==> src/design/poly_mem_pkg.sv <==
package poly_mem_pkg;

	localparam int buffer_size = 1024;
	localparam int coef_depth = 128;
	localparam int poly_count = 8;

	// one word address covers data, coefficients and degrees
	typedef logic [11:0] mem_addr_t;
	typedef logic [9:0] data_addr_t;
	typedef logic [15:0] mem_word_t;

	localparam mem_addr_t coef_base = 12'd1024;
	localparam mem_addr_t degree_base = 12'd1152;
	localparam mem_addr_t degree_end = 12'd1160;

	localparam int data_aw = $clog2(buffer_size);
	localparam int coef_aw = $clog2(coef_depth);
	localparam int degree_aw = $clog2(poly_count);

endpackage

==> src/design/poly_eval_pkg.sv <==
package poly_eval_pkg;

	typedef logic [2:0] poly_sel_t;
	typedef logic [4:0] degree_t;
	typedef logic [4:0] point_count_t;
	typedef logic [31:0] result_t;

	// status word: {14'b0, degree used, polynomial, point address}
	typedef logic [31:0] status_t;

	localparam status_t status_idle = '1;
	localparam degree_t max_degree = 5'd15;

	typedef enum logic [2:0]
	{
		ev_idle,
		ev_deg_req,
		ev_deg_wait,
		ev_x_req,
		ev_x_wait,
		ev_coef_req,
		ev_coef_wait
	} eval_state_t;

	typedef enum logic [1:0]
	{
		b_idle,
		b_launch,
		b_wait,
		b_end
	} batch_state_t;

endpackage

==> src/design/poly_batch_ctrl.sv <==
`timescale 1ns/1ps

module poly_batch_ctrl
(
	input logic clk,
	input logic rst,
	input logic start,
	input poly_eval_pkg::poly_sel_t sel,
	input poly_eval_pkg::point_count_t count,
	input poly_mem_pkg::data_addr_t base_addr,
	output logic eval_start,
	output poly_eval_pkg::poly_sel_t eval_sel,
	output poly_mem_pkg::data_addr_t eval_addr,
	input logic eval_done,
	output logic done_batch
);
	import poly_mem_pkg::*;
	import poly_eval_pkg::*;

	batch_state_t state;
	point_count_t idx_q;
	point_count_t next_idx;
	point_count_t last_q;
	poly_sel_t sel_q;
	data_addr_t base_q;

	assign next_idx = idx_q + 1'b1;

	always_ff @(posedge clk or negedge rst)
	begin
		if (!rst)
		begin
			state <= b_idle;
			idx_q <= '0;
		end
		else
		begin
			case (state)
				b_idle:
					if (start)
					begin
						idx_q <= '0;
						state <= b_launch;
					end
				b_launch:
					state <= b_wait;
				b_wait:
					if (eval_done)
					begin
						idx_q <= next_idx;
						if (next_idx == last_q)
							state <= b_end;
						else
							state <= b_launch;
					end
				b_end:
					state <= b_idle;
				default:
					state <= b_idle;
			endcase
		end
	end

	// a count of zero still runs one point
	always_ff @(posedge clk)
	begin
		if ((state == b_idle) && start)
		begin
			sel_q <= sel;
			base_q <= base_addr;
			last_q <= (count == '0) ? point_count_t'(1) : count;
		end
	end

	assign eval_start = (state == b_launch);
	assign eval_sel = sel_q;
	// the address wraps inside the data buffer by its width
	assign eval_addr = base_q + data_addr_t'(idx_q);
	assign done_batch = (state == b_end);

	// the evaluator only finishes a point that this controller is waiting for
	a_done_in_wait: assert property (@(posedge clk) disable iff (!rst)
		eval_done |-> (state == b_wait));

endmodule

==> config.mk <==
export PLATFORM = sky130hd
export DESIGN_NAME = poly_batch_ctrl
export DESIGN_NICKNAME = d
export VERILOG_FILES = /design/src/design/poly_mem_pkg.sv /design/src/design/poly_eval_pkg.sv /design/src/design/poly_batch_ctrl.sv
export SDC_FILE = /design/constraint.sdc
export NUM_CORES = 1
export LEC_CHECK = 0
export BUFFER_PORTS_ARGS = -buffer_cell sky130_fd_sc_hd__buf_4
export CORE_AREA = 2 2 50 61
export CTS_CLUSTER_SIZE = 8
export DETAILED_ROUTE_END_ITERATION = 7
export DIE_AREA = 0 0 52 63
export PLACE_DENSITY = 0.75
export RECOVER_POWER = 100
export SLEW_MARGIN = 5
export SYNTH_ARGS = -nofsm -noshare
export SYNTH_HDL_FRONTEND = slang
export SYNTH_SLANG_ARGS = --single-unit
==> constraint.sdc <==
create_clock -name clk -period 2.9 [get_ports clk]
set_input_delay 0.58 -clock clk [delete_from_list [all_inputs] [get_ports clk]]
set_output_delay 0.58 -clock clk [all_outputs]
set_load 0.01 [all_outputs]
Word level (Yosys, flattened, before mapping)

Cells that the tools add are included.
W data, S select, Z words.

Register bits after elaboration: 25
Bits in latches: 0
Memory bits (writable): 0
Bits in read-only memories: 0
Bits of input ports: 22
Output and inout bits: 15
Logic and storage cells: 26
Memories kept: 0

Add/subtract/negate cells: 2
Multiply operators: 0
Div/mod/pow operators: 0
Order comparisons: 0
Equal/unequal tests: 6
Shift-type cells: 0
Mux-type cells: 7
Bitwise operators: 0
Reduce and logical (&&, ||, !) cells: 6

Operators with widths:

| cell                  | count |
|---|---|
| $add A10 B5 Y10       | 1 |
| $mux W5               | 2 |
| $pmux W5 S2           | 1 |
| $pmux W2 S4           | 1 |
| $mux W2               | 3 |
| $add A5 B1 Y5 const B | 1 |
| $eq A5 B5 Y1          | 1 |
| $logic_not A5 Y1      | 1 |
| $eq A2 B2 Y1 const B  | 2 |
| $ne A2 B2 Y1 const B  | 2 |
| $reduce_and A3 Y1     | 1 |
| $eq A2 B1 Y1 const B  | 1 |
| $logic_not A2 Y1      | 1 |
| $reduce_and A2 Y1     | 1 |
| $reduce_bool A2 Y1    | 1 |
| $logic_and A1 B1 Y1   | 1 |

Longest topological paths before layout

Gate-level depths: netlist of run 1.

Depth in word-level cells: 5
Mapped depth: 8
Gate-level depth less buffers: 8

Worst setup path before layout of run 1

No wires, ideal clock.

Path kind: input to register
Start point: input port start
End point: register idx_q[2]
Library setup time: 130 ps
Arrival: 2587 ps
Data required time: 2770 ps
Path slack: 183 ps
Stages: 4
Path buffers: 0
Cells stage by stage: nor3b_1 -> nor2_1 -> o21ai_0 -> o21ai_0

Longest elaborated chain between the ends: 2

Ends and longest elaborated chain:

| element                     | RTL line              | RTL |
|---|---|---|
| start, declared             | poly_batch_ctrl.sv:7  | `input logic start,` |
| $ne A2 B2 Y1 (no line)      | -                     |  |
| $reduce_and A3 Y1 (no line) | -                     |  |
| end signal, assigned        | poly_batch_ctrl.sv:50 | `idx_q <= next_idx;` |
| end, declared               | poly_batch_ctrl.sv:21 | `point_count_t idx_q;` |

Every way passes these cells.
A chain may end at the register's enable or synchronous reset.

Worst setup path in the final report of run 1

Start point: register idx_q[0]
End point: output port eval_addr[8]

Longest elaborated chain between the ends: 1

Ends and longest elaborated chain:

| element         | RTL line              | RTL |
|---|---|---|
| $add A10 B5 Y10 | poly_batch_ctrl.sv:78 | `assign eval_addr = base_q + data_addr_t'(idx_q);` |
| end, declared   | poly_batch_ctrl.sv:13 | `output poly_mem_pkg::data_addr_t eval_addr,` |

Every way passes these cells.

==> metrics.cfg, run 1 <==
[place]
place_congestion=0.7751
hpwl_um=2034
portBuffers=36
place_ws_ns=0.2895

[sta]
rsz0062_at_grt=false
setup_viol=0
finalCritPeriodShare_pct=94.43
max_freq_mhz=365.2
fin_skew_ns=0.008584
drv_slew=0
setup_ws_ns=0.1615
post-route-min-period_ns=2.738
hold_ws_ns=0.1427
final.setup.tns_ns=0
max_slew_margin_pct=29.25
tightest_slew_ns=1.061
hold_violations=0

[drt]
wire_per_inst_um=14.09
drcViolationCount=0
first_iter_violations=16
antenna_left=0
met3_length_um=93
wl_met2_um=1510
via_per_inst=5.202
drt-met1-wl_um=1023
dr.pass1.iters=4
routed.top_layer=met4
wl_um=2648
vias=978

[clocking]
cts-root-buf=clkbuf_4
clkTransAtPathRegs_ns=0.13
clockBufferDepth=2
cts_htree_levels=1
ctsHoldBuffers=0
cts_tree=built
cts.sinks=25
cts_buffers=3
clk_latency_ns=0.32

[floorplanning]
io_pins=37
rows=21
coreArea_sq_mm=0.002706
die_x_um=52
die_h_um=63
die_area_sq_mm=0.003276
initial_core_util_pct=48.13

[pwr]
p_leak_nw=0.6467
ir_worst_vdd_mv=0.4091
cellPowerDensity_mw_per_mm2=713.1
finalPower_mw=1.136

[synth]
post-synth-top-area-fraction_pct=41.50
synth.cell_area_sq_mm=0.001302
syn-instance-count=116
async_flop_share_pct=28.00
synth.avg_cell_area_sq_um=11.23
yosysSeqAreaShare_pct=54.95
ys_ff_latch=25
synth_edf_count=18
ys_warn_count=0
yosys.area.top_type=edfxtp_1
synth_cell_types=33
syn-num-nets=145
synthTopCellsByArea=edfxtp_1 (41%), dfrtp_1 (13%), ha_1 (5.8%), xnor2_1 (5.4%), o21ai_0 (3.5%)
ys.flop_type=edfxtp_1

[worst_hold_path]
worst_hold_path_type=primary input to async pin

[layout]
area_growth_syn_to_layout_pct=22.29
diodes=0
layout_common_cells=edfxtp_1 (18), clkbuf_4 (18), clkbuf_1 (16), inv_1 (11)
fin_nets=184
layout-drive-gt1-share_pct=21.43

[global_route]
overflow=0
antenna_found_initial=0
grt_pass1_wl_um=4071
grt_pass1_vias=985
grt_max_degree=20
grt_usage_pct=16.72

[worst_setup_path]
cp-end-kind=output pin
cp.arrival_ns=2.16
critPathMaxFanout=3
path_class=flop to output pin
cp-start-kind=flop
required_ns=2.32

[run_status]
status=finished, final reports clean

[flow_run]
maxCapViolations=0

[critical path: stages, from the launching register on]
cell and delay (ns):
dfrtp_2 0.40, ha_1 0.19, inv_1 0.07, fa_2 0.35, nor2b_1 0.12, o21ai_1 0.09, a21oi_2 0.18, o2111ai_1 0.14
xnor2_1 0.16, buf_4 0.14
[synth_stat cells (2+ instances only)]
cell type,n
a21oi_1,2
nor2_1,6
nand2_1,8
nand3_1,4
nand4_1,4
o21ai_0,9
inv_1,11
clkbuf_1,4
xor2_1,5
xnor2_1,8
edfxtp_1,18
ha_1,6
or4_1,2
dfrtp_1,7
nor2b_1,2
nor3_1,3
[state kept, by name, summed over array words and instances (netlist names)]
signal,cells
base_q,10
eval_sel,3
idx_q,5
last_q,5
state,2
[power breakdown]
group | total [mW] | switching (mW) | leakage, nW | internal, mW
Sequential | 0.539 | 0.0571 | 0.261 | 0.482
Clock | 0.151 | 0.0976 | 0.0150 | 0.0538
Combinational | 0.446 | 0.251 | 0.371 | 0.195
Total | 1.14 | 0.406 | 0.647 | 0.730
[kinds of logic after synthesis]
| group | after synthesis | synth area share [%] |
|---|---|---|
| adders and majority gates | 7 | 7.301 |
| AOI/OAI and AO/OA | 19 | 9.318 |
| DFF | 25 | 54.95 |
| and+or+nand+nor | 36 | 14.79 |
| buffers and inverters | 16 | 4.899 |
| xor gates and xnor gates | 13 | 8.742 |
[metal layers]
metal  track usage (%)  vias up
met5                 0        -
met2             30.85       23
li1                  -      487
met1             18.38      466
met4             5.592        0
met3             3.110        2
[path summary, 6_finish.rpt]
check                        startpoint            to  slack (ns)  cells past startpoint
setup / recovery               idx_q[0]  eval_addr[8]        0.16                      9
hold / removal                      rst      state[1]        0.14                      1
setup reg to reg               state[1]      idx_q[2]        0.74                      5
hold reg to reg                idx_q[4]      idx_q[4]        0.60                      2
max in group asynchronous           rst      idx_q[0]        2.45                      1
min in group clk           base_addr[1]     base_q[1]        0.45                      1
[through the flow]
| stage | util, % | instance area [sq um] | cells |
|---|---|---|---|
| after floorplan | - | 1303 | 116 |
| final | 58.85 | 1593 | 188 |
| after detailed placement | 59.32 | 1605 | 182 |
| after global placement | 59.32 | 1605 | 182 |
| after global routing | 58.85 | 1593 | 188 |
| after CTS | 60.47 | 1637 | 186 |
[layout make-up]
class / count / area, sq um
Clock buffer: 4 / 26.28
Fill cell: 251 / 1114
Inverter: 11 / 41.29
Multi-Input combinational cell: 75 / 529.3
Sequential cell: 25 / 716.9
Tap cell: 34 / 42.54
Timing Repair Buffer: 39 / 236.5
[timing repair]
action,in CTS,in global routing
resized for setup,2,1
endpoints found under the hold margin,0,0
setup endpoints to repair,2,2
pin swaps,0,1
buffers inserted,0,2
Power figures use the tool's default switching activity.
==> inputs of run 2 (changes only) <==
CORE_AREA = 2 2 53 64   (was 2 2 50 61)
DIE_AREA = 0 0 55 66   (was 0 0 52 63)
PLACE_DENSITY = 0.68   (was 0.75)
==> run 2 against run 1 <==
Sequential power barely moved. Clock power rose by 3%. Register-to-register slack improved by 0.08 ns. Highest routed layer unchanged. Utilization fell by 6.4 points. Setup slack got worse by 0.0097 ns. Routed wire length fell by 15%. Global-route usage fell by 2.6 points.
==> metrics.cfg, run 2 (synthesis gave the netlist of run 1 again) <==
[run_status]
status=finished, final reports clean  ; unchanged

[pwr]
swShare_pct=34.91  ; was 35.70%
seq_power_share_pct=48.2  ; was 47.4%
p_leak_nw=0.6349  ; was 0.6467 nW
cellPowerDensity_mw_per_mm2=700.6  ; was 713.1 mW/mm^2
p_sw_uw=388.4  ; was 405.5 uW
ir_worst_vdd_mv=0.4043  ; was 0.4091 mV
clkPwrFrac_pct=14.0  ; was 13.3%
p_int_uw=724.1  ; was 730.3 uW
combinationalPowerShare_pct=37.8  ; was 39.2%

[worst_setup_path]
r2r_cells=5  ; unchanged
worstPathCellList=ha_1, inv_1, fa_2, nor2b_1, o21ai_1, a21oi_2, o2111ai_1, xnor2_1, buf_4  ; unchanged
cp.arrival_ns=2.17  ; was 2.16 ns
critPathMaxFanout=5  ; was 3
cp-end-kind=output pin  ; unchanged
crit_family=adder cells  ; unchanged
critPathMaxStageDelay_ns=0.42  ; was 0.40 ns
path_buf_inv=2  ; unchanged
required_ns=2.32  ; about the same
cp_slowest_cell=dfrtp_2  ; unchanged
path_class=flop to output pin  ; unchanged
reg2reg_from=state[1]  ; unchanged
rr_endpoint=idx_q[2]  ; unchanged
cp-start-kind=flop  ; unchanged
r2r_slack_ns=0.82  ; was 0.74 ns

[global_route]
groute.layer.met2.usage_pct=24.26  ; was 30.85%
grt_usage_pct=14.08  ; was 16.72%
grt_pass1_vias=908  ; was 985
grt_max_degree=20  ; unchanged
top_usage_layer=met2  ; unchanged
grtUsageMet3_pct=2.715  ; was 3.110%
grt_pass1_wl_um=3698  ; was 4071 um
met1_usage_pct=16.67  ; was 18.38%
overflow=0  ; unchanged
antenna_found_initial=0  ; unchanged

[floorplanning]
die_area_sq_mm=0.003630  ; was 0.003276 sq mm
die_h_um=66  ; was 63 um
rows=22  ; was 21
coreArea_sq_mm=0.003028  ; was 0.002706 sq mm
die_x_um=55  ; was 52 um
io_pins=37  ; unchanged
initial_core_util_pct=43.02  ; was 48.13%

[clocking]
cts_buffers=3  ; unchanged
cts_tree=built  ; unchanged
cts.sinks=25  ; unchanged
cts_htree_levels=1  ; unchanged
clockBufferDepth=2  ; unchanged
clkTransAtPathRegs_ns=0.13  ; about the same
cts-root-buf=clkbuf_4  ; unchanged
ctsHoldBuffers=0  ; unchanged
clk_latency_ns=0.31  ; was 0.32 ns

[sta]
fin_skew_ns=0.002857  ; was 0.008584 ns
tightest_slew_ns=1.018  ; was 1.061 ns
post-route-min-period_ns=2.748  ; was 2.738 ns
max_freq_mhz=363.9  ; was 365.2 MHz
finalCritPeriodShare_pct=94.77  ; was 94.43%
drv_slew=0  ; unchanged
setup_viol=0  ; unchanged
hold_ws_ns=0.1375  ; was 0.1427 ns
setup_ws_ns=0.1518  ; was 0.1615 ns
hold_violations=0  ; unchanged
final.setup.tns_ns=0  ; unchanged
max_slew_margin_pct=32.12  ; was 29.25%

[layout]
layout-drive-gt1-share_pct=20.78  ; was 21.43%
layout_common_cells=edfxtp_1 (18), clkbuf_4 (17), clkbuf_1 (15), inv_1 (11), buf_4 (10)  ; was edfxtp_1 (18), clkbuf_4 (18), clkbuf_1 (16), inv_1 (11)
fin_area_sq_mm=0.001588  ; was 0.001593 sq mm
diodes=0  ; unchanged
area_growth_syn_to_layout_pct=21.90  ; was 22.29%
largest_reg_flops=10  ; unchanged
reg_top3=base_q (10), idx_q (5), last_q (5)  ; unchanged
stdcell_count=190  ; was 188
fin_nets=184  ; unchanged
regMostFlops=base_q  ; unchanged
final_common_cell=edfxtp_1
num-fill-cells=286  ; was 251

[place]
post-place-cells=184  ; was 182
hpwl_um=1818  ; was 2034 um
place_congestion=0.7214  ; was 0.7751
place_ws_ns=0.2899  ; was 0.2895 ns
place_area_sq_mm=0.001608  ; was 0.001605 sq mm
portBuffers=36  ; unchanged

[flow_run]
maxCapViolations=0  ; unchanged

[drt]
dr.pass1.iters=4  ; unchanged
via_per_inst=5.179  ; was 5.202
vias=984  ; was 978
wl_um=2254  ; was 2648 um
drcViolationCount=0  ; unchanged
antenna_left=0  ; unchanged
first_iter_violations=27  ; was 16
wire_per_inst_um=11.86  ; was 14.09 um

[worst_hold_path]
worst_hold_path_type=primary input to async pin  ; unchanged

[run 2: repair_timing]
item,in CTS,in global routing
gates resized for setup,2,1
pin swaps,0,2
setup buffers,0,2
endpoints found under the setup margin,2,2
[run 2: how the worst max path moves through the flow]
| stage | start | to | slack, ns | depth (start not counted) |
|---|---|---|---|---|
| 2_1_floorplan | start | idx_q[2] | 0.18 | 4 |
| 3_3_place_gp | idx_q[0] | eval_addr[8] | 0.38 | 9 |
| 3_5_place_dp | idx_q[0] | eval_addr[8] | 0.29 | 9 |
| 4_1_cts | idx_q[0] | eval_addr[8] | 0.03 | 9 |
| 5_1_grt | idx_q[0] | eval_addr[8] | -0.001 | 9 |
| 6_report | idx_q[0] | eval_addr[8] | 0.15 | 9 |
[run 2: worst register-to-register path: stages, from the launching register on]
cell	delay, ns
dfrtp_1	0.43
nor3b_1	0.20
clkbuf_1	0.78
nor2_1	0.25
o21ai_0	0.21
o21ai_0	0.10
[run 2: cell type report]
type	count	area, sq um	share of cell area (%)
clock inverters	1	7.507	0.4728
inverters	11	41.29	2.600
flip-flops and latches	25	716.9	45.15
well taps	36	45.04	2.837
multi-input cells	75	518.0	32.62
repair buffers	39	236.5	14.89
clock buffers	3	22.52	1.418
[run 2: layer usage]
metal	wire, um	part of all wire (%)
met1	929	41
met3	104	4.6
met2	1189	53
met5	0	0
met4	31	1.4
[run 2: power by group through the flow]
stage	clock (mW)	combinational (mW)	sequential [mW]
after CTS	0.163	0.466	0.542
final	0.155	0.421	0.536
after detailed placement	0	0.462	0.549
after global routing	0.180	0.479	0.549
after global placement	0	0.455	0.542
after floorplan	0	0.281	0.535
[run 2: through the flow]
step	power [mW]	util [%]
after global routing	1.208	52.44
after CTS	1.171	54.26
after detailed placement	1.011	53.10
final	1.112	52.44
after floorplan	0.8160	-
after global placement	0.9970	53.10
==> inputs of run 3 (changes only) <==
ABC_AREA = 1   (was default)
CORE_AREA = 2 2 54 66   (was 2 2 53 64)
DIE_AREA = 0 0 56 68   (was 0 0 55 66)
HOLD_SLACK_MARGIN = 0.08   (was default)
PLACE_DENSITY = 0.67   (was 0.68)
==> run 3 against run 2 <==
Synthesized cell count rose by 28%. First-iteration DRC count rose by 15%. Clock power rose by 30%. Area after synthesis rose by 4.6%. Clock-buffer cell count rose by 1. Power rose by 8.0%. Non-clock buffer count fell by 3. Final cell count rose by 16%. Critical path type unchanged. Largest power group unchanged.
==> metrics.cfg, run 3 <==
[run_status]
status=finished, final reports clean  ; unchanged

[clocking]
cts_htree_levels=1  ; unchanged
clockBufferDepth=2  ; unchanged
clk_latency_ns=0.27  ; was 0.31 ns
cts_tree=built  ; unchanged
cts_setup_buffers=0  ; unchanged
ctsHoldBuffers=0  ; unchanged
cts_resized=0  ; was 2
cts.sinks=25  ; unchanged
cts_buffers=3  ; unchanged
cts-root-buf=clkbuf_8  ; was clkbuf_4
clkTransAtPathRegs_ns=0.08  ; was 0.13 ns

[layout]
diodes=0  ; unchanged
fin_nets=214  ; was 184
fin_area_sq_mm=0.001653  ; was 0.001588 sq mm
area_growth_syn_to_layout_pct=21.30  ; was 21.90%
reg_top3=base_q (10), idx_q (5), last_q (5)  ; unchanged
largest_reg_flops=10  ; unchanged
layout-drive-gt1-share_pct=16.30  ; was 20.78%
regMostFlops=base_q  ; unchanged
final_common_cell=nand2_1  ; was edfxtp_1
layout_common_cells=nand2_1 (41), inv_1 (21), edfxtp_1 (18), clkbuf_4 (17), clkbuf_1 (15)  ; was edfxtp_1 (18), clkbuf_4 (17), clkbuf_1 (15), inv_1 (11), buf_4 (10)

[synth]
ys_ff_latch=25  ; unchanged
synth_edf_count=18  ; unchanged
yosysMostFrequentCell=nand2_1  ; was edfxtp_1
synth.top_cells.by_count=nand2_1 (41), inv_1 (21), edfxtp_1 (18)  ; was edfxtp_1 (18), inv_1 (11), o21ai_0 (9)
syn-num-nets=177  ; was 145
syn-instance-count=148  ; was 116
post-synth-top-area-fraction_pct=39.67  ; was 41.50%
ys_warn_count=0  ; unchanged
ys.flop_type=edfxtp_1  ; unchanged
synth.cell_area_sq_mm=0.001363  ; was 0.001302 sq mm
yosys.area.top_type=edfxtp_1  ; unchanged
async_flop_share_pct=28.00  ; unchanged
synth.avg_cell_area_sq_um=9.206  ; was 11.23 sq um
synth_cell_types=25  ; was 33
synthTopCellsByArea=edfxtp_1 (40%), dfrtp_1 (13%), nand2_1 (11%), inv_1 (5.8%), ha_1 (5.5%)  ; was edfxtp_1 (41%), dfrtp_1 (13%), ha_1 (5.8%), xnor2_1 (5.4%), o21ai_0 (3.5%)
yosysSeqAreaShare_pct=52.53  ; was 54.95%

[worst_hold_path]
worst_hold_path_type=primary input to async pin  ; unchanged

[sta]
setup_viol=0  ; unchanged
drv_slew=0  ; unchanged
tightest_slew_ns=0.6490  ; was 1.018 ns
rsz0062_at_grt=false
finalCritPeriodShare_pct=93.39  ; was 94.77%
final.setup.tns_ns=0  ; unchanged
post-route-min-period_ns=2.708  ; was 2.748 ns
max_freq_mhz=369.2  ; was 363.9 MHz
hold_violations=0  ; unchanged
setup_ws_ns=0.1916  ; was 0.1518 ns
max_slew_margin_pct=56.69  ; was 32.12%
fin_skew_ns=0.006445  ; was 0.002857 ns

[pwr]
cellPowerDensity_mw_per_mm2=726.6  ; was 700.6 mW/mm^2
p_leak_nw=0.7567  ; was 0.6349 nW
ir_worst_vdd_mv=0.4402  ; was 0.4043 mV
finalPower_mw=1.201  ; was 1.112 mW

[global_route]
grt_pass1_wl_um=4381  ; was 3698 um
grt_max_degree=19  ; was 20
grt_pass1_vias=1099  ; was 908
grt_usage_pct=14.70  ; was 14.08%
overflow=0  ; unchanged
antenna_found_initial=0  ; unchanged

[floorplanning]
rows=23  ; was 22
die_x_um=56  ; was 55 um
io_pins=37  ; unchanged
coreArea_sq_mm=0.003223  ; was 0.003028 sq mm
die_h_um=68  ; was 66 um
initial_core_util_pct=42.27  ; was 43.02%
die_area_sq_mm=0.003808  ; was 0.003630 sq mm

[drt]
drcViolationCount=0  ; unchanged
wire_per_inst_um=11.73  ; was 11.86 um
vias=1105  ; was 984
dr.pass1.iters=4  ; unchanged
antenna_left=0  ; unchanged
wl_um=2592  ; was 2254 um
via_per_inst=5.000  ; was 5.179
first_iter_violations=31  ; was 27

[flow_run]
maxCapViolations=0  ; unchanged

[worst_setup_path]
required_ns=2.32  ; about the same
critPathMaxStageDelay_ns=0.45  ; was 0.42 ns
crit_family=adder cells  ; unchanged
worstPathCellList=ha_1, inv_1, fa_1, o21ai_2, nand2_1, nand2_1, xor2_1, clkbuf_1  ; was ha_1, inv_1, fa_2, nor2b_1, o21ai_1, a21oi_2, o2111ai_1, xnor2_1, buf_4
cp-start-kind=flop  ; unchanged
cp_slowest_cell=dfrtp_1  ; was dfrtp_2
path_buf_inv=2  ; unchanged
critPathMaxFanout=7  ; was 5
path_class=flop to output pin  ; unchanged
crit_top_cell=nand2_1
r2r_slack_ns=1.39  ; was 0.82 ns
cp-end-kind=output pin  ; unchanged
cp.arrival_ns=2.13  ; was 2.17 ns

[place]
place_congestion=0.8674  ; was 0.7214
hpwl_um=2107  ; was 1818 um
place_ws_ns=0.5066  ; was 0.2899 ns
place_area_sq_mm=0.001664  ; was 0.001608 sq mm
portBuffers=36  ; unchanged

-- run 3: cell families (layout without fill, tap and decap cells) --
logic type	Yosys count	count (layout)	share of synthesized area, %
compound gates	17	17	7.989
flops	25	25	52.53
buf+inv	26	62	7.162
fa+ha+maj	7	7	6.979
xor+xnor	5	5	3.214
simple gates	68	68	22.13
-- run 3: worst reg2reg max path, stage by stage, from the launching register on --
cell	delay, ns
dfrtp_1	0.38
inv_1	0.11
nand3_1	0.14
inv_1	0.51
-- run 3: cell type report --
cell class	count	area, sq um
tap	37	46.29
multi-input combinational	97	545.5
fill	323	1570
inverter	22	82.58
clock buffer	4	45.04
sequential	25	715.7
timing repair buffer	36	217.7
-- run 3: worst paths after layout --
| kind | start | end | cells after the start |
|---|---|---|---|
| setup / recovery | idx_q[0] | eval_addr[8] | 8 |
| hold / removal | rst | idx_q[2] | 1 |
| setup reg to reg | state[0] | base_q[7] | 3 |
| hold reg to reg | last_q[4] | state[1] | 3 |
| max in group asynchronous | rst | idx_q[0] | 1 |
| min in group clk | sel[2] | eval_sel[2] | 1 |
-- run 3: through the flow --
step / std cells / hold WS, ns / util, %
global route: 221 / 0.2056 / 51.28
floorplan: 148 / 0.2844 / -
finish: 221 / 0.1968 / 51.28
CTS: 221 / 0.1026 / 53.03
detailed placement: 217 / 0.3994 / 51.63
global placement: 217 / 0.3977 / 51.63
-- run 3: per-layer routing --
layer / GRT usage (%) / vias to the layer above / routed length (um)
li1: - / 565 / -
met1: 15.59 / 501 / 1045
met2: 27.21 / 30 / 1328
met3: 3.025 / 9 / 139
met4: 8.631 / 0 / 79
met5: 0 / - / 0
-- run 3: power by group --
part / leakage, nW / switching [mW] / internal (mW)
clock network: 0.0228 / 0.103 / 0.0982
logic: 0.473 / 0.284 / 0.169
registers: 0.261 / 0.0655 / 0.481
